`config.mk`:
```
export PLATFORM = sky130hd
export DESIGN_NAME = hazardUnit
export DESIGN_NICKNAME = d
export VERILOG_FILES = /design/src/hdl/hazardPkg.sv /design/src/hdl/hazardControl.sv /design/src/hdl/hazardUnit.sv /design/src/hdl/instrDecode.sv /design/src/hdl/memHazardCheck.sv /design/src/hdl/regHazardCheck.sv /design/src/hdl/stageTracker.sv
export SDC_FILE = /design/constraint.sdc
export NUM_CORES = 1
export LEC_CHECK = 0
export ABC_CLOCK_PERIOD_IN_PS = 9400
export BUFFER_PORTS_ARGS = -buffer_cell sky130_fd_sc_hd__clkbuf_2
export CELL_PAD_IN_SITES_DETAIL_PLACEMENT = 1
export CELL_PAD_IN_SITES_GLOBAL_PLACEMENT = 2
export CORE_ASPECT_RATIO = 1.75
export CORE_UTILIZATION = 40
export DETAILED_ROUTE_END_ITERATION = 8
export HOLD_SLACK_MARGIN = 0.12
export PLACE_DENSITY_LB_ADDON = 0.1
export SYNTH_ARGS = -nofsm -noshare
export SYNTH_HDL_FRONTEND = slang
export SYNTH_HIERARCHICAL = 1
export SYNTH_SLANG_ARGS = --single-unit
```
`constraint.sdc`:
```
create_clock -name clk -period 9.4 [get_ports clk]
set_input_delay 1.41 -clock clk [delete_from_list [all_inputs] [get_ports clk]]
set_output_delay 1.41 -clock clk [all_outputs]
set_load 0.03 [all_outputs]
```
`src/hdl/hazardPkg.sv`:
```
package hazardPkg;

    // Instruction format widths
    localparam int regAddrWidth = 3;
    localparam int dataWidth    = 16;
    localparam int opcodeWidth  = 5;

    // Opcodes that the hazard unit decodes on its own
    localparam logic [opcodeWidth-1:0] opNop = 5'b00001;
    localparam logic [opcodeWidth-1:0] opJr  = 5'b00111;

    // Upper three opcode bits select the instruction class
    localparam logic [2:0] jumpClass   = 3'b001;
    localparam logic [2:0] branchClass = 3'b011;

    // Decoded view of the instruction now in fetch
    typedef struct packed {
        logic [regAddrWidth-1:0] rs;
        logic [regAddrWidth-1:0] rt;
        logic                    isNop;
        logic                    isJumpBranch;
        logic                    isJr;
    } instrInfoT;

    // One instruction as seen by the hazard logic while it is in flight
    typedef struct packed {
        logic [regAddrWidth-1:0] rd;
        logic                    regWrite;
        logic                    memEnable;
        logic [dataWidth-1:0]    memAddr;
    } stageRecT;

    // Records of the four older instructions, youngest first
    typedef struct packed {
        stageRecT id;
        stageRecT ex;
        stageRecT mem;
        stageRecT wb;
    } trackT;

    // Forwarding path enables, bit order matches the forwards output
    typedef struct packed {
        logic exToExRs;
        logic memToExRs;
        logic exToExRt;
        logic memToExRt;
        logic exToIdRs;
        logic memToIdRs;
    } forwardT;

endpackage

```
`src/hdl/hazardControl.sv`:
```
`timescale 1ns/1ps

module hazardControl (
    input  logic                 clk,
    input  logic                 rstN,
    input  hazardPkg::instrInfoT info,
    input  logic                 regHazard,
    input  logic                 memHazard,
    output logic                 nop,
    output logic                 pcStall
);
    import hazardPkg::*;

    logic anyHazard;
    logic prevJumpBranch;

    assign anyHazard = regHazard | memHazard;

    // A jump or branch that goes ahead costs one bubble next cycle
    // A stalled one comes back again and is counted then
    always_ff @(posedge clk or negedge rstN) begin
        if (!rstN) begin
            prevJumpBranch <= 1'b0;
        end else begin
            prevJumpBranch <= info.isJumpBranch & ~anyHazard;
        end
    end

    // Explicit no-op never stalls or inserts a bubble
    assign nop     = (anyHazard | prevJumpBranch) & ~info.isNop;
    assign pcStall = anyHazard & ~info.isNop;

endmodule

```
`src/hdl/hazardUnit.sv`:
```
`timescale 1ns/1ps

module hazardUnit (
    input  logic                               clk,
    input  logic                               rstN,
    input  logic [hazardPkg::dataWidth-1:0]    instr,
    input  logic [hazardPkg::regAddrWidth-1:0] rd,
    input  logic                               regWrite,
    input  logic                               memEnable,
    input  logic [hazardPkg::dataWidth-1:0]    reg1Data,
    input  logic [hazardPkg::dataWidth-1:0]    imm,
    output logic                               nop,
    output logic                               pcStall,
    output hazardPkg::forwardT                 forwards,
    output logic                               isJr
);
    import hazardPkg::*;

    instrInfoT            info;
    trackT                track;
    logic [dataWidth-1:0] memAddr;
    logic                 regHazard;
    logic                 memHazard;

    instrDecode decode0 (
        .instr (instr),
        .info  (info)
    );

    stageTracker tracker0 (
        .clk       (clk),
        .rstN      (rstN),
        .rd        (rd),
        .regWrite  (regWrite),
        .memEnable (memEnable),
        .memAddr   (memAddr),
        .track     (track)
    );

    regHazardCheck regCheck0 (
        .info      (info),
        .track     (track),
        .forwards  (forwards),
        .regHazard (regHazard)
    );

    memHazardCheck memCheck0 (
        .reg1Data  (reg1Data),
        .imm       (imm),
        .memEnable (memEnable),
        .track     (track),
        .memAddr   (memAddr),
        .memHazard (memHazard)
    );

    hazardControl control0 (
        .clk       (clk),
        .rstN      (rstN),
        .info      (info),
        .regHazard (regHazard),
        .memHazard (memHazard),
        .nop       (nop),
        .pcStall   (pcStall)
    );

    // Passed on for the ID stage
    assign isJr = info.isJr;

endmodule

```
`src/hdl/instrDecode.sv`:
```
`timescale 1ns/1ps

module instrDecode (
    input  logic [hazardPkg::dataWidth-1:0] instr,
    output hazardPkg::instrInfoT            info
);
    import hazardPkg::*;

    logic [opcodeWidth-1:0] opcode;
    logic [2:0]             opClass;

    // Opcode sits in the top five bits
    assign opcode  = instr[15:11];
    assign opClass = opcode[opcodeWidth-1:opcodeWidth-3];

    // Source register fields
    assign info.rs = instr[10:8];
    assign info.rt = instr[7:5];

    always_comb begin
        info.isNop        = 1'b0;
        info.isJr         = 1'b0;
        info.isJumpBranch = 1'b0;

        if (opcode == opNop) begin
            info.isNop = 1'b1;
        end

        // Jr is a jump too, so it also gets the bubble
        if (opcode == opJr) begin
            info.isJr = 1'b1;
        end

        case (opClass)
            jumpClass: begin
                info.isJumpBranch = 1'b1;
            end
            branchClass: begin
                info.isJumpBranch = 1'b1;
            end
            default: begin
                info.isJumpBranch = 1'b0;
            end
        endcase
    end

endmodule

```
`src/hdl/memHazardCheck.sv`:
```
`timescale 1ns/1ps

module memHazardCheck (
    input  logic [hazardPkg::dataWidth-1:0] reg1Data,
    input  logic [hazardPkg::dataWidth-1:0] imm,
    input  logic                            memEnable,
    input  hazardPkg::trackT                track,
    output logic [hazardPkg::dataWidth-1:0] memAddr,
    output logic                            memHazard
);
    import hazardPkg::*;

    logic idHit;
    logic exHit;
    logic memHit;
    logic wbHit;

    // True when an older access went to the same address
    function automatic logic stageHit(
        input stageRecT             rec,
        input logic [dataWidth-1:0] addr
    );
        logic sameAddr;
        sameAddr = (rec.memAddr == addr);
        return rec.memEnable & sameAddr;
    endfunction

    // Effective address, carry out is dropped
    assign memAddr = reg1Data + imm;

    assign idHit  = stageHit(track.id, memAddr);
    assign exHit  = stageHit(track.ex, memAddr);
    assign memHit = stageHit(track.mem, memAddr);
    assign wbHit  = stageHit(track.wb, memAddr);

    // Only a memory access now can conflict
    always_comb begin
        memHazard = 1'b0;
        if (memEnable) begin
            memHazard = idHit | exHit | memHit | wbHit;
        end
    end

endmodule

```
`src/hdl/regHazardCheck.sv`:
```
`timescale 1ns/1ps

module regHazardCheck (
    input  hazardPkg::instrInfoT info,
    input  hazardPkg::trackT     track,
    output hazardPkg::forwardT   forwards,
    output logic                 regHazard
);
    import hazardPkg::*;

    // Destination matches per stage and source field
    logic idRs;
    logic idRt;
    logic exRs;
    logic exRt;
    logic memRs;
    logic memRt;
    logic wbRs;
    logic wbRt;

    logic rsHazard;
    logic rtHazard;

    assign idRs  = (track.id.rd == info.rs);
    assign idRt  = (track.id.rd == info.rt);
    assign exRs  = (track.ex.rd == info.rs);
    assign exRt  = (track.ex.rd == info.rt);
    assign memRs = (track.mem.rd == info.rs);
    assign memRt = (track.mem.rd == info.rt);
    assign wbRs  = (track.wb.rd == info.rs);
    assign wbRt  = (track.wb.rd == info.rt);

    // A load in ID has no data yet, so the EX to EX path stays shut
    assign forwards.exToExRs  = idRs & ~track.id.memEnable;
    assign forwards.exToExRt  = idRt & ~track.id.memEnable;
    assign forwards.memToExRs = exRs;
    assign forwards.memToExRt = exRt;

    // Paths into ID serve jr and jalr, which read rs early
    assign forwards.exToIdRs  = exRs & ~track.ex.memEnable;
    assign forwards.memToIdRs = memRs;

    always_comb begin
        rsHazard = 1'b0;
        rtHazard = 1'b0;

        // rs against each older stage
        if (idRs & ((track.id.regWrite & ~forwards.exToExRs) | track.id.memEnable)) begin
            rsHazard = 1'b1;
        end
        if (exRs & (track.ex.regWrite | track.ex.memEnable)
                & ~forwards.memToExRs & ~forwards.exToIdRs) begin
            rsHazard = 1'b1;
        end
        if (memRs & track.mem.regWrite & ~forwards.memToIdRs) begin
            rsHazard = 1'b1;
        end
        if (wbRs & track.wb.regWrite) begin
            rsHazard = 1'b1;
        end

        // rt has no path into ID, so mem and wb writers always stall
        if (idRt & ((track.id.regWrite & ~forwards.exToExRt) | track.id.memEnable)) begin
            rtHazard = 1'b1;
        end
        if (exRt & track.ex.regWrite & ~forwards.memToExRt) begin
            rtHazard = 1'b1;
        end
        if (memRt & track.mem.regWrite) begin
            rtHazard = 1'b1;
        end
        if (wbRt & track.wb.regWrite) begin
            rtHazard = 1'b1;
        end
    end

    assign regHazard = rsHazard | rtHazard;

endmodule

```
`src/hdl/stageTracker.sv`:
```
`timescale 1ns/1ps

module stageTracker (
    input  logic                               clk,
    input  logic                               rstN,
    input  logic [hazardPkg::regAddrWidth-1:0] rd,
    input  logic                               regWrite,
    input  logic                               memEnable,
    input  logic [hazardPkg::dataWidth-1:0]    memAddr,
    output hazardPkg::trackT                   track
);
    import hazardPkg::*;

    stageRecT newRec;
    trackT    trackQ;

    // Record of the instruction presented this cycle
    always_comb begin
        newRec           = '0;
        newRec.rd        = rd;
        newRec.regWrite  = regWrite;
        newRec.memEnable = memEnable;
        newRec.memAddr   = memAddr;
    end

    // Shadow pipeline, advances every clock
    // Fetch supplies a bubble record while the unit stalls it
    always_ff @(posedge clk or negedge rstN) begin
        if (!rstN) begin
            trackQ <= '0;
        end else begin
            trackQ.wb  <= trackQ.mem;
            trackQ.mem <= trackQ.ex;
            trackQ.ex  <= trackQ.id;
            trackQ.id  <= newRec;
        end
    end

    assign track = trackQ;

endmodule

```
### Yosys cells after proc, flatten, opt, wreduce, memory -nomap -nowiden

Cells that the tools add are included.

| storage, ports and cells | value |
|---|---|
| register bits after elaboration | 85 |
| input port bits | 55 |
| output and inout bits | 9 |

| operators by class | value |
|---|---|
| $add $sub $neg | 1 |
| eq/ne operators | 16 |
| multiplexer cells | 12 |
| bitwise logic cells | 43 |
| reduce and logical (&&, ||, !) cells | 1 |

Operators with widths:

| cell | count |
|---|---|
| $eq A16 B16 Y1 | 4 |
| $and A1 B1 Y1 | 24 |
| $eq A3 B3 Y1 | 8 |
| $add A16 B16 Y16 | 1 |
| $mux W1 | 12 |
| $not A1 Y1 | 10 |
| $or A1 B1 Y1 | 9 |
| $eq A5 B1 Y1 const B | 1 |
| $eq A5 B3 Y1 const B | 1 |
| $eq A3 B1 Y1 const B | 1 |
| $eq A3 B2 Y1 const B | 1 |
| $reduce_or A2 Y1 | 1 |

### Logic depth before layout (Yosys ltp)

Gate-level depths: netlist of run 1.

| logic depth | value |
|---|---|
| depth after elaboration | 14 |
| depth in mapped cells | 14 |
| depth with buffers taken out | 13 |

### Cells and area by module

Netlist of run 1, hierarchy kept.

Modules (own cells, without submodules):

| module | instances | cells an instance | area each (um2) | sequential area each (um2) |
|---|---|---|---|---|
| memHazardCheck | 1 | 283 | 2268.4 | 0.0 |
| stageTracker | 1 | 84 | 2102.0 | 2102.0 |
| regHazardCheck | 1 | 40 | 306.5 | 0.0 |
| instrDecode | 1 | 11 | 93.8 | 0.0 |
| hazardControl | 1 | 6 | 47.5 | 25.0 |

### Least setup slack after synthesis of run 1

No wires, ideal clock.

| timing path | value |
|---|---|
| path kind | input to output |
| start point | input port reg1Data[0] (netlist bit) |
| end point | output port pcStall |
| arrival time | 4.444 ns |
| required time | 7.990 ns |
| path slack | 3.546 ns |
| stages | 13 |
| path buffers | 0 |
| cells stage by stage | ha_1 -> fa_1 -> xor2_1 -> xor2_1 -> or4_4 -> a211oi_2 -> o2111ai_1 -> nor4_2 -> a31oi_1 -> o211ai_1 -> a221o_1 -> nor2_1 -> nor2_1 |

| on the way | value |
|---|---|
| cells in the longest elaborated chain, start to end | 9 |

RTL lines:

| what | line | text |
|---|---|---|
| from (decl) | hazardUnit.sv:10 | `input logic [hazardPkg::dataWidth-1:0] reg1Data,` |
| $add A16 B16 Y16 * | memHazardCheck.sv:29 | `assign memAddr = reg1Data + imm;` |
| net memAddr[2] | hazardUnit.sv:21 | `logic [dataWidth-1:0] memAddr;` |
| $eq A16 B16 Y1 | memHazardCheck.sv:24 | `sameAddr = (rec.memAddr == addr);` |
| $and A1 B1 Y1 | memHazardCheck.sv:25 | `return rec.memEnable & sameAddr;` |
| $or A1 B1 Y1 (2 in a row) | memHazardCheck.sv:40 | `memHazard = idHit \| exHit \| memHit \| wbHit;` |
| $or A1 B1 Y1 * | memHazardCheck.sv:40 |  |
| $mux W1 * | memHazardCheck.sv:39 | `if (memEnable) begin` |
| net memHazard | hazardUnit.sv:23 | `logic memHazard;` |
| $or A1 B1 Y1 * | hazardControl.sv:17 | `assign anyHazard = regHazard \| memHazard;` |
| $and A1 B1 Y1 * | hazardControl.sv:31 | `assign pcStall = anyHazard & ~info.isNop;` |
| to (decl) | hazardUnit.sv:13 | `output logic pcStall,` |

The timed path passes the listed nets; every way through them passes the cells marked *.

### Final worst setup path of run 1

Ends and elaborated chain as after synthesis.

==> metrics.csv, run 1 <==
stage,metric,value,unit
status,status,"complete, but fails checks",
status,violations,design-rule violations,
clocking,clkLatencyLatePin,0.34,ns
clocking,cts_max_level,3,
setup_path,cp-end-kind,output port,
flow_run,cap_violations,0,
sta,setup-tns-final,0,ns
finish,area_delta_synth_final,13.11,%
finish,drive_gt1_share,21.99,%
global_route,grt-busiest-layer,met2,
pwr,switching_power,0.3794,mW
sta,drv_slew,0,
pwr,p_seq_share,38.5,%
global_route,grt_pass1_vias,3630,
sta,setup-violations-final,0,
setup_path,path_class,primary input to output port,
floorplanning,fp.dieH,147.2,um
clocking,cts_max_path_buffers,2,
drt,drcViolationCount,5,
placement,port_buffers,58,
sta,worstMarginPinSlew,1.098,ns
pwr,combPwrFrac,27.6,%
drt,wirelength,12010,um
global_route,grt_max_degree,86,
clocking,post_cts_resized,0,
setup_path,crit_buf_inv,2,
logic_synthesis,ys_warn_count,6,
finish,fin_nets,540,
sta,max-slew-margin-rel,26.83,%
clocking,holdBufCountCts,0,
sta,hold-worst-slack,0.3506,ns
sta,fin_crit_sh,73.03,%
clocking,cts_sinks,85,
logic_synthesis,yosysMostFrequentCell,dfrtp_1,
floorplanning,rows,52,
sta,finalHoldViolations,0,
logic_synthesis,syn_inst,424,
setup_path,critPathSlowestCell,nor4_1,
worst_hold_path,min_path_type,register to register,
logic_synthesis,synth_edf_count,0,
clocking,cts_root_buffer,clkbuf_16,
setup_path,worstPathRequired,7.99,ns
drt,drt-initial-drc-count,88,
clocking,numCtsBuffers,9,
drt,vias,3324,
drt,ant_nets,0,
clocking,post-cts-setup-buffer-count,0,
sta,max_clock_freq,145.7,MHz
logic_synthesis,synthesis.area,4818,um2
logic_synthesis,synth_largest_area_cell,dfrtp_1,
global_route,use_met3,3.034,%
setup_path,path_max_fanout,5,
placement,dp_hpwl,9098,um
global_route,antenna_found_initial,0,
logic_synthesis,ys_types,72,
global_route,global_route.usage.total,20.67,%
setup_path,worst_setup_path_start_kind,primary input,
floorplanning,ios,64,
global_route,grt.overflow.total,0,
logic_synthesis,synth_seq_area_share,44.14,%
floorplanning,start_util,41.37,%
pwr,netSwitchingFraction,31.05,%
finish,utilization,46.80,%
sta,min_period,6.865,ns
global_route,use_met2,38.47,%
pwr,p_clk_share,33.9,%
logic_synthesis,avgSynthCellArea,11.36,um2
floorplanning,die_area,12510,um2
logic_synthesis,synth_top_flop_cell,dfrtp_1,
sta,fin_skew,0.005509,ns
logic_synthesis,async_flop_share,100.0,%
placement,gp_congestion,0.8094,
logic_synthesis,ys_top_cells_by_count,"dfrtp_1 (85), xnor2_1 (57), xor2_1 (47)",
logic_synthesis,yosys-top-cells-area,"dfrtp_1 (44%), xnor2_1 (10%), xor2_1 (8.5%)",
floorplanning,die_w,84.97,um
pwr,ir_drop,0.00008125,V
pwr,p_per_area,224.2,nW/um2
drt,vias_per_cell,5.467,
setup_path,crit_path_max_incr_delay,0.67,ns
global_route,grt_pass1_wl,19580,um
setup_path,crit_family,compound AO/OA/AOI/OAI gates,
clocking,cts_tree,done,
pwr,p_leak,2.373,nW
drt,wl_per_cell,19.75,um
floorplanning,core_area,11650,um2
clocking,path_clk_slew,0.06,ns
logic_synthesis,ys_seq_elements,85,
pwr,power.internal,0.8425,mW
logic_synthesis,synth.top_cell.area_share,44.14,%
global_route,met1_usage,22.79,%
setup_path,crit_chain,clkbuf_2 > ha_1 > fa_1 > xor2_1 > nor3_1 > o211ai_1 > a2111oi_0 > o2111ai_1 > nor4_1 > nand4_1 > a21oi_1 > a221o_1 > nor2_1 > nor2_1 > clkbuf_2,
setup_path,crit_arrival,5.46,ns
logic_synthesis,synth_fp_nets,495,
drt,first_pass_iters,9,
sta,grt_setup_unrepaired,no,
finish,n_antenna_cell,0,
==> power groups by stage <==
stage | clock (mW) | sequential, mW | combinational [mW]
2_1_floorplan | 0 | 0.465 | 0.258
3_3_place_gp | 0 | 0.473 | 0.335
3_5_place_dp | 0 | 0.478 | 0.336
4_1_cts | 0.426 | 0.471 | 0.341
5_1_grt | 0.440 | 0.479 | 0.366
6_report | 0.415 | 0.470 | 0.337
==> path summary, 6_finish.rpt <==
path	startpoint	end	slack (ns)	depth (start not counted)
setup / recovery	reg1Data[0]	pcStall	2.53	15
hold / removal	tracker0/track[80]	tracker0/track[59]	0.35	0
setup reg to reg	tracker0/track[21]	control0/prevJumpBranch	5.90	11
hold reg to reg	tracker0/track[80]	tracker0/track[59]	0.35	0
max in group asynchronous	rstN	tracker0/track[17]	7.42	1
min in group asynchronous	rstN	tracker0/track[46]	1.26	1
==> placed cells by master, fill, tap and decap left out, types with 3 or more instances in the layout <==
cell type and n:
nor3_1 15, a21oi_1 12, nand4_1 12, mux2i_1 3
xor2_1 47, a211oi_2 3, dfrtp_1 85, nor4_1 6
xnor2_1 57, bufinv_16 3, or2_2 4, ha_1 15
nor3b_1 4, a311oi_1 3, inv_1 5, a31oi_1 4
clkbuf_2 57, o21ai_0 9, nand3_1 7, and2_1 3
o21ai_1 3, clkbuf_16 9, o211ai_1 5, nor2_1 18
nand2_1 17, a21o_1 7, a211oi_1 4
==> cells by family (layout without fill, tap and decap cells) <==
| family | after synthesis | count (layout) | share of synthesized area (%) |
|---|---|---|---|
| mux | 5 | 5 | 1.091 |
| compound gates | 73 | 73 | 11.92 |
| flops | 85 | 85 | 44.14 |
| fa+ha+maj | 16 | 16 | 4.311 |
| simple gates | 105 | 105 | 12.39 |
| buf+inv | 29 | 78 | 4.051 |
| xor+xnor | 111 | 111 | 22.10 |
==> layout make-up <==
class / count / area, um2
Clock buffer: 10 / 239.0
Multi-Input combinational cell: 310 / 2496
Clock inverter: 5 / 107.6
Sequential cell: 85 / 2127
Timing Repair Buffer: 58 / 292.8
Tap cell: 135 / 168.9
Inverter: 5 / 18.77
Fill cell: 1315 / 6196
==> worst reg2reg max path, cell delays in order, from the launching register on <==
cell and delay, ns:
dfrtp_1 0.39, xor2_1 0.14, nor3_1 0.30, o211ai_1 0.18, a2111oi_0 0.65, o2111ai_1 0.25
nor4_1 0.67, nand4_1 0.26, a21oi_1 0.17, a221o_1 0.17, nor2_1 0.07, and2_1 0.15
==> through the flow <==
step | power (mW) | std cells | area [um2] | worst slack [ns]
finish | 1.222 | 608 | 5450 | 2.535
global route | 1.286 | 608 | 5450 | 2.352
detailed placement | 0.8136 | 593 | 5104 | 2.474
CTS | 1.238 | 608 | 5450 | 2.473
global placement | 0.8076 | 593 | 5104 | 2.436
floorplan | 0.7232 | 424 | 4818 | 3.546
==> metal layers <==
layer  routed length, um  share of wire, %
met5                   0                 0
met4                 382               3.2
met3                 289               2.4
met2                6626                55
met1                4709                39
==> sequential cells by signal (all words and copies together) (netlist names) <==
name / cells
tracker0/track: 84
control0/prevJumpBranch: 1
Note: power is estimated with default switching activity, not from simulation.
==> inputs of run 2 (changes only) <==
Settings changed: ABC_AREA set to 1, ABC_CLOCK_PERIOD_IN_PS 9400 to 7190, CORE_UTILIZATION 40 to 33.
Clock period 9.4 ns to 7.19 ns, I/O delays scaled along.
==> metrics.csv, run 2 <==
stage,metric,value,unit,change
logic_synthesis,synth-compound-area-share,2.021,%,-9.9 points
pwr,power,1.448,mW,+18%
setup_path,critPathSlowestCell,fa_1,,
sta,drv_slew,0,,unchanged
global_route,grt_pass1_vias,4659,,+28%
logic_synthesis,synth.top_cell.area_share,42.94,%,-1.2 points
pwr,switching_power,0.4744,mW,+25%
drt,wl_per_cell,14.32,um,-27%
placement,port_buffers,58,,unchanged
drt,vias,4318,,+30%
pwr,ir_drop,0.0001479,V,+82%
pwr,p_clk_share,35.1,%,+1.2 points
finish,largest_register_ffs,84,,unchanged
drt,wirelength,13250,um,+10%
clocking,cts_sinks,85,,unchanged
setup_path,crit_path_max_incr_delay,0.44,ns,-0.23 ns
finish,area_delta_synth_final,15.58,%,
logic_synthesis,synth_edf_count,0,,unchanged
logic_synthesis,avgSynthCellArea,7.274,um2,-36%
logic_synthesis,synth_top_family_by_area,simple AND/OR/NAND/NOR gates,,
finish,utilization,39.45,%,-7.4 points
finish,mostFrequentLayoutCells,"nand2_1 (236), inv_1 (112), dfrtp_1 (85)",,
sta,max_clock_freq,199.8,MHz,
global_route,global_route.usage.total,18.58,%,-2.1 points
floorplanning,die_area,15520,um2,+24%
floorplanning,core_area,14510,um2,+25%
clocking,cts_tree,done,,
finish,n_antenna_cell,0,,unchanged
logic_synthesis,synth_fa_ha_area_share,4.193,%,-0.12 points
floorplanning,rows,58,,+12%
drt,vias_per_cell,4.668,,-15%
clocking,numCtsBuffers,9,,unchanged
setup_path,r2r_slack,5.23,ns,-0.67 ns
finish,final_common_cell,nand2_1,,
clocking,post_cts_resized,0,,unchanged
setup_path,r2r_cells,15,,+4
logic_synthesis,synthesis.area,4954,um2,+2.8%
sta,fin_skew,0.005894,ns,+0.0003854 ns
clocking,clkLatencyLatePin,0.33,ns,about the same
clocking,holdBufCountCts,0,,unchanged
setup_path,crit_arrival,3.93,ns,-1.53 ns
logic_synthesis,yosys-top-cells-area,"dfrtp_1 (43%), nand2_1 (18%), inv_1 (8.5%)",,
sta,setup-tns-final,0,ns,unchanged
placement,dp_hpwl,10900,um,+20%
setup_path,crit_chain,clkbuf_2 > ha_1 > fa_1 > nand2_1 > nand2_1 > nand3_1 > nand2_1 > nand2_1 > nand3_1 > nor2_1 > nand2_1 > nor2_1 > nand3_1 > nor2_1 > nand2_1 > nand2_1 > nor2_1 > nor2_1 > o21ai_2 > nand2_1 > clkbuf_2,,
setup_path,cp-startpoint,reg1Data[0],,
logic_synthesis,ys_types,31,,-57%
setup_path,path_class,primary input to output port,,
global_route,grt_pass1_wl,21940,um,+12%
placement,post-place-cells,909,,+53%
global_route,grt.overflow.total,0,,unchanged
logic_synthesis,yosys.area_share.simple,35.94,%,+24 points
sta,max-slew-margin-rel,31.72,%,+4.9 points
logic_synthesis,ys_seq_elements,85,,unchanged
logic_synthesis,ys_warn_count,6,,unchanged
flow_run,cap_violations,0,,unchanged
sta,grt_setup_unrepaired,no,,
setup_path,worst_setup_path_start_kind,primary input,,
clocking,cts_max_level,3,,unchanged
finish,fillCellCount,1878,,+43%
floorplanning,start_util,34.13,%,-7.2 points
sta,finalHoldViolations,0,,unchanged
clocking,path_clk_slew,0.07,ns,about the same
worst_hold_path,worstHoldStart,tracker0/track[80],,
pwr,p_seq_share,40.9,%,+2.4 points
logic_synthesis,async_flop_share,100.0,%,unchanged
pwr,p_leak,3.251,nW,+37%
logic_synthesis,yosysMostFrequentCell,nand2_1,,
sta,fin_crit_sh,69.60,%,
floorplanning,ios,64,,unchanged
pwr,p_per_area,252.8,nW/um2,+13%
setup_path,r2r_start,tracker0/track[79],,
floorplanning,die_w,94.62,um,+11%
sta,setup-violations-final,0,,unchanged
pwr,netSwitchingFraction,32.77,%,+1.7 points
worst_hold_path,min_path_type,register to register,,
setup_path,cp-endpoint,nop,,
clocking,cts_max_path_buffers,2,,unchanged
global_route,antenna_found_initial,0,,unchanged
finish,fin_nets,811,,+50%
setup_path,cpMostUsedCell,nand2_1,,
sta,min_period,5.004,ns,
drt,ant_nets,0,,unchanged
pwr,combPwrFrac,24.0,%,-3.6 points
status,status,finished clean,,
placement,gp_congestion,0.8142,,+0.59%
logic_synthesis,synth_seq_area_share,42.94,%,-1.2 points
logic_synthesis,synth_top_flop_cell,dfrtp_1,,
global_route,grt_max_degree,78,,-9.3%
setup_path,r2r-end,control0/prevJumpBranch,,
sta,worstMarginPinSlew,1.024,ns,-0.07332 ns
logic_synthesis,ys_top_cells_by_count,"nand2_1 (236), inv_1 (112), dfrtp_1 (85)",,
drt,drt-initial-drc-count,137,,+56%
drt,drcViolationCount,0,,-5
setup_path,cp-end-kind,output port,,
setup_path,path_max_fanout,5,,unchanged
logic_synthesis,synth_fp_nets,752,,+52%
clocking,post-cts-setup-buffer-count,0,,unchanged
setup_path,worstPathRequired,6.11,ns,-1.88 ns
floorplanning,fp.dieH,164.1,um,+11%
finish,drive_gt1_share,14.50,%,-7.5 points
drt,first_pass_iters,6,,-3
logic_synthesis,synth-xor-area-share,4.547,%,-18 points
finish,final_cells,925,,+52%
logic_synthesis,syn_inst,681,,+61%
logic_synthesis,yosys-mux-area-fraction,0,%,-1.1 points
pwr,power.internal,0.9732,mW,+16%
clocking,cts_root_buffer,clkbuf_16,,
logic_synthesis,synth_largest_area_cell,dfrtp_1,,
[run 2: cell types whose count changed after synthesis, sizes merged, moves of 8 or more]
cell	delta
nor2	+51
nand3	+62
o21ai	-10
a211oi	-8
nand2	+230
inv	+111
xnor2	-50
buf	-9
nor4	-8
nor3	-13
xor2	-32
[run 2: cell type report]
| class | count | area (um2) | area share (%) |
|---|---|---|---|
| Sequential cell | 85 | 2127 | 37.15 |
| Inverter | 116 | 435.4 | 7.605 |
| Clock buffer | 9 | 225.2 | 3.934 |
| Clock inverter | 7 | 98.84 | 1.726 |
| Timing Repair Buffer | 59 | 300.3 | 5.245 |
| Tap cell | 180 | 225.2 | 3.934 |
| Multi-Input combinational cell | 469 | 2313 | 40.41 |
[run 2: critical path, delay by kind of cell]
kind,cells,cell delay (ns)
compound gates,1,0.10
simple gates,16,1.71
fa+ha+maj,2,0.71
buf+inv,2,0.29
[run 2: metrics by stage]
stage               setup WS (ns)  hold slack (ns)  cell area [um2]
finish                      2.186           0.3765             5725
floorplan                   2.872           0.3312             4954
global placement            2.187           0.3401             5401
CTS                         2.123           0.3817             5725
global route                1.763           0.3869             5725
detailed placement          2.142           0.3424             5401
[run 2: logic make-up (layout without fill, tap and decap cells)]
| kind of cell | count (synthesis) | in the layout |
|---|---|---|
| AO/OA/AOI/OAI | 18 | 18 |
| XOR/XNOR | 24 | 24 |
| adder cells (fa/ha/maj) | 16 | 16 |
| buffers and inverters | 127 | 191 |
| flip-flops | 85 | 85 |
| AND/OR/NAND/NOR | 411 | 411 |
[run 2: how the worst min path moves through the flow]
| stage | to | slack [ns] | cells after the start |
|---|---|---|---|
| CTS | tracker0/track[33] | 0.38 | 0 |
| detailed placement | tracker0/track[59] | 0.34 | 0 |
| finish | tracker0/track[59] | 0.38 | 0 |
| floorplan | tracker0/track[38] | 0.33 | 0 |
| global route | tracker0/track[59] | 0.39 | 0 |
| global placement | tracker0/track[38] | 0.34 | 0 |
[run 2: power groups by stage]
stage / registers, mW / clock network [mW] / logic [mW]
2_1_floorplan: 0.587 / 0 / 0.253
3_3_place_gp: 0.597 / 0 / 0.346
3_5_place_dp: 0.602 / 0 / 0.355
4_1_cts: 0.594 / 0.525 / 0.358
5_1_grt: 0.603 / 0.546 / 0.401
6_report: 0.593 / 0.508 / 0.347
[run 2: routing by layer]
layer / GRT usage (%) / vias up / share of wire [%]
met4: 5.854 / 0 / 2.3
met3: 2.685 / 14 / 1.7
met1: 18.59 / 2069 / 37
li1: - / 2183 / -
met2: 37.61 / 52 / 59
met5: 0 / - / 0
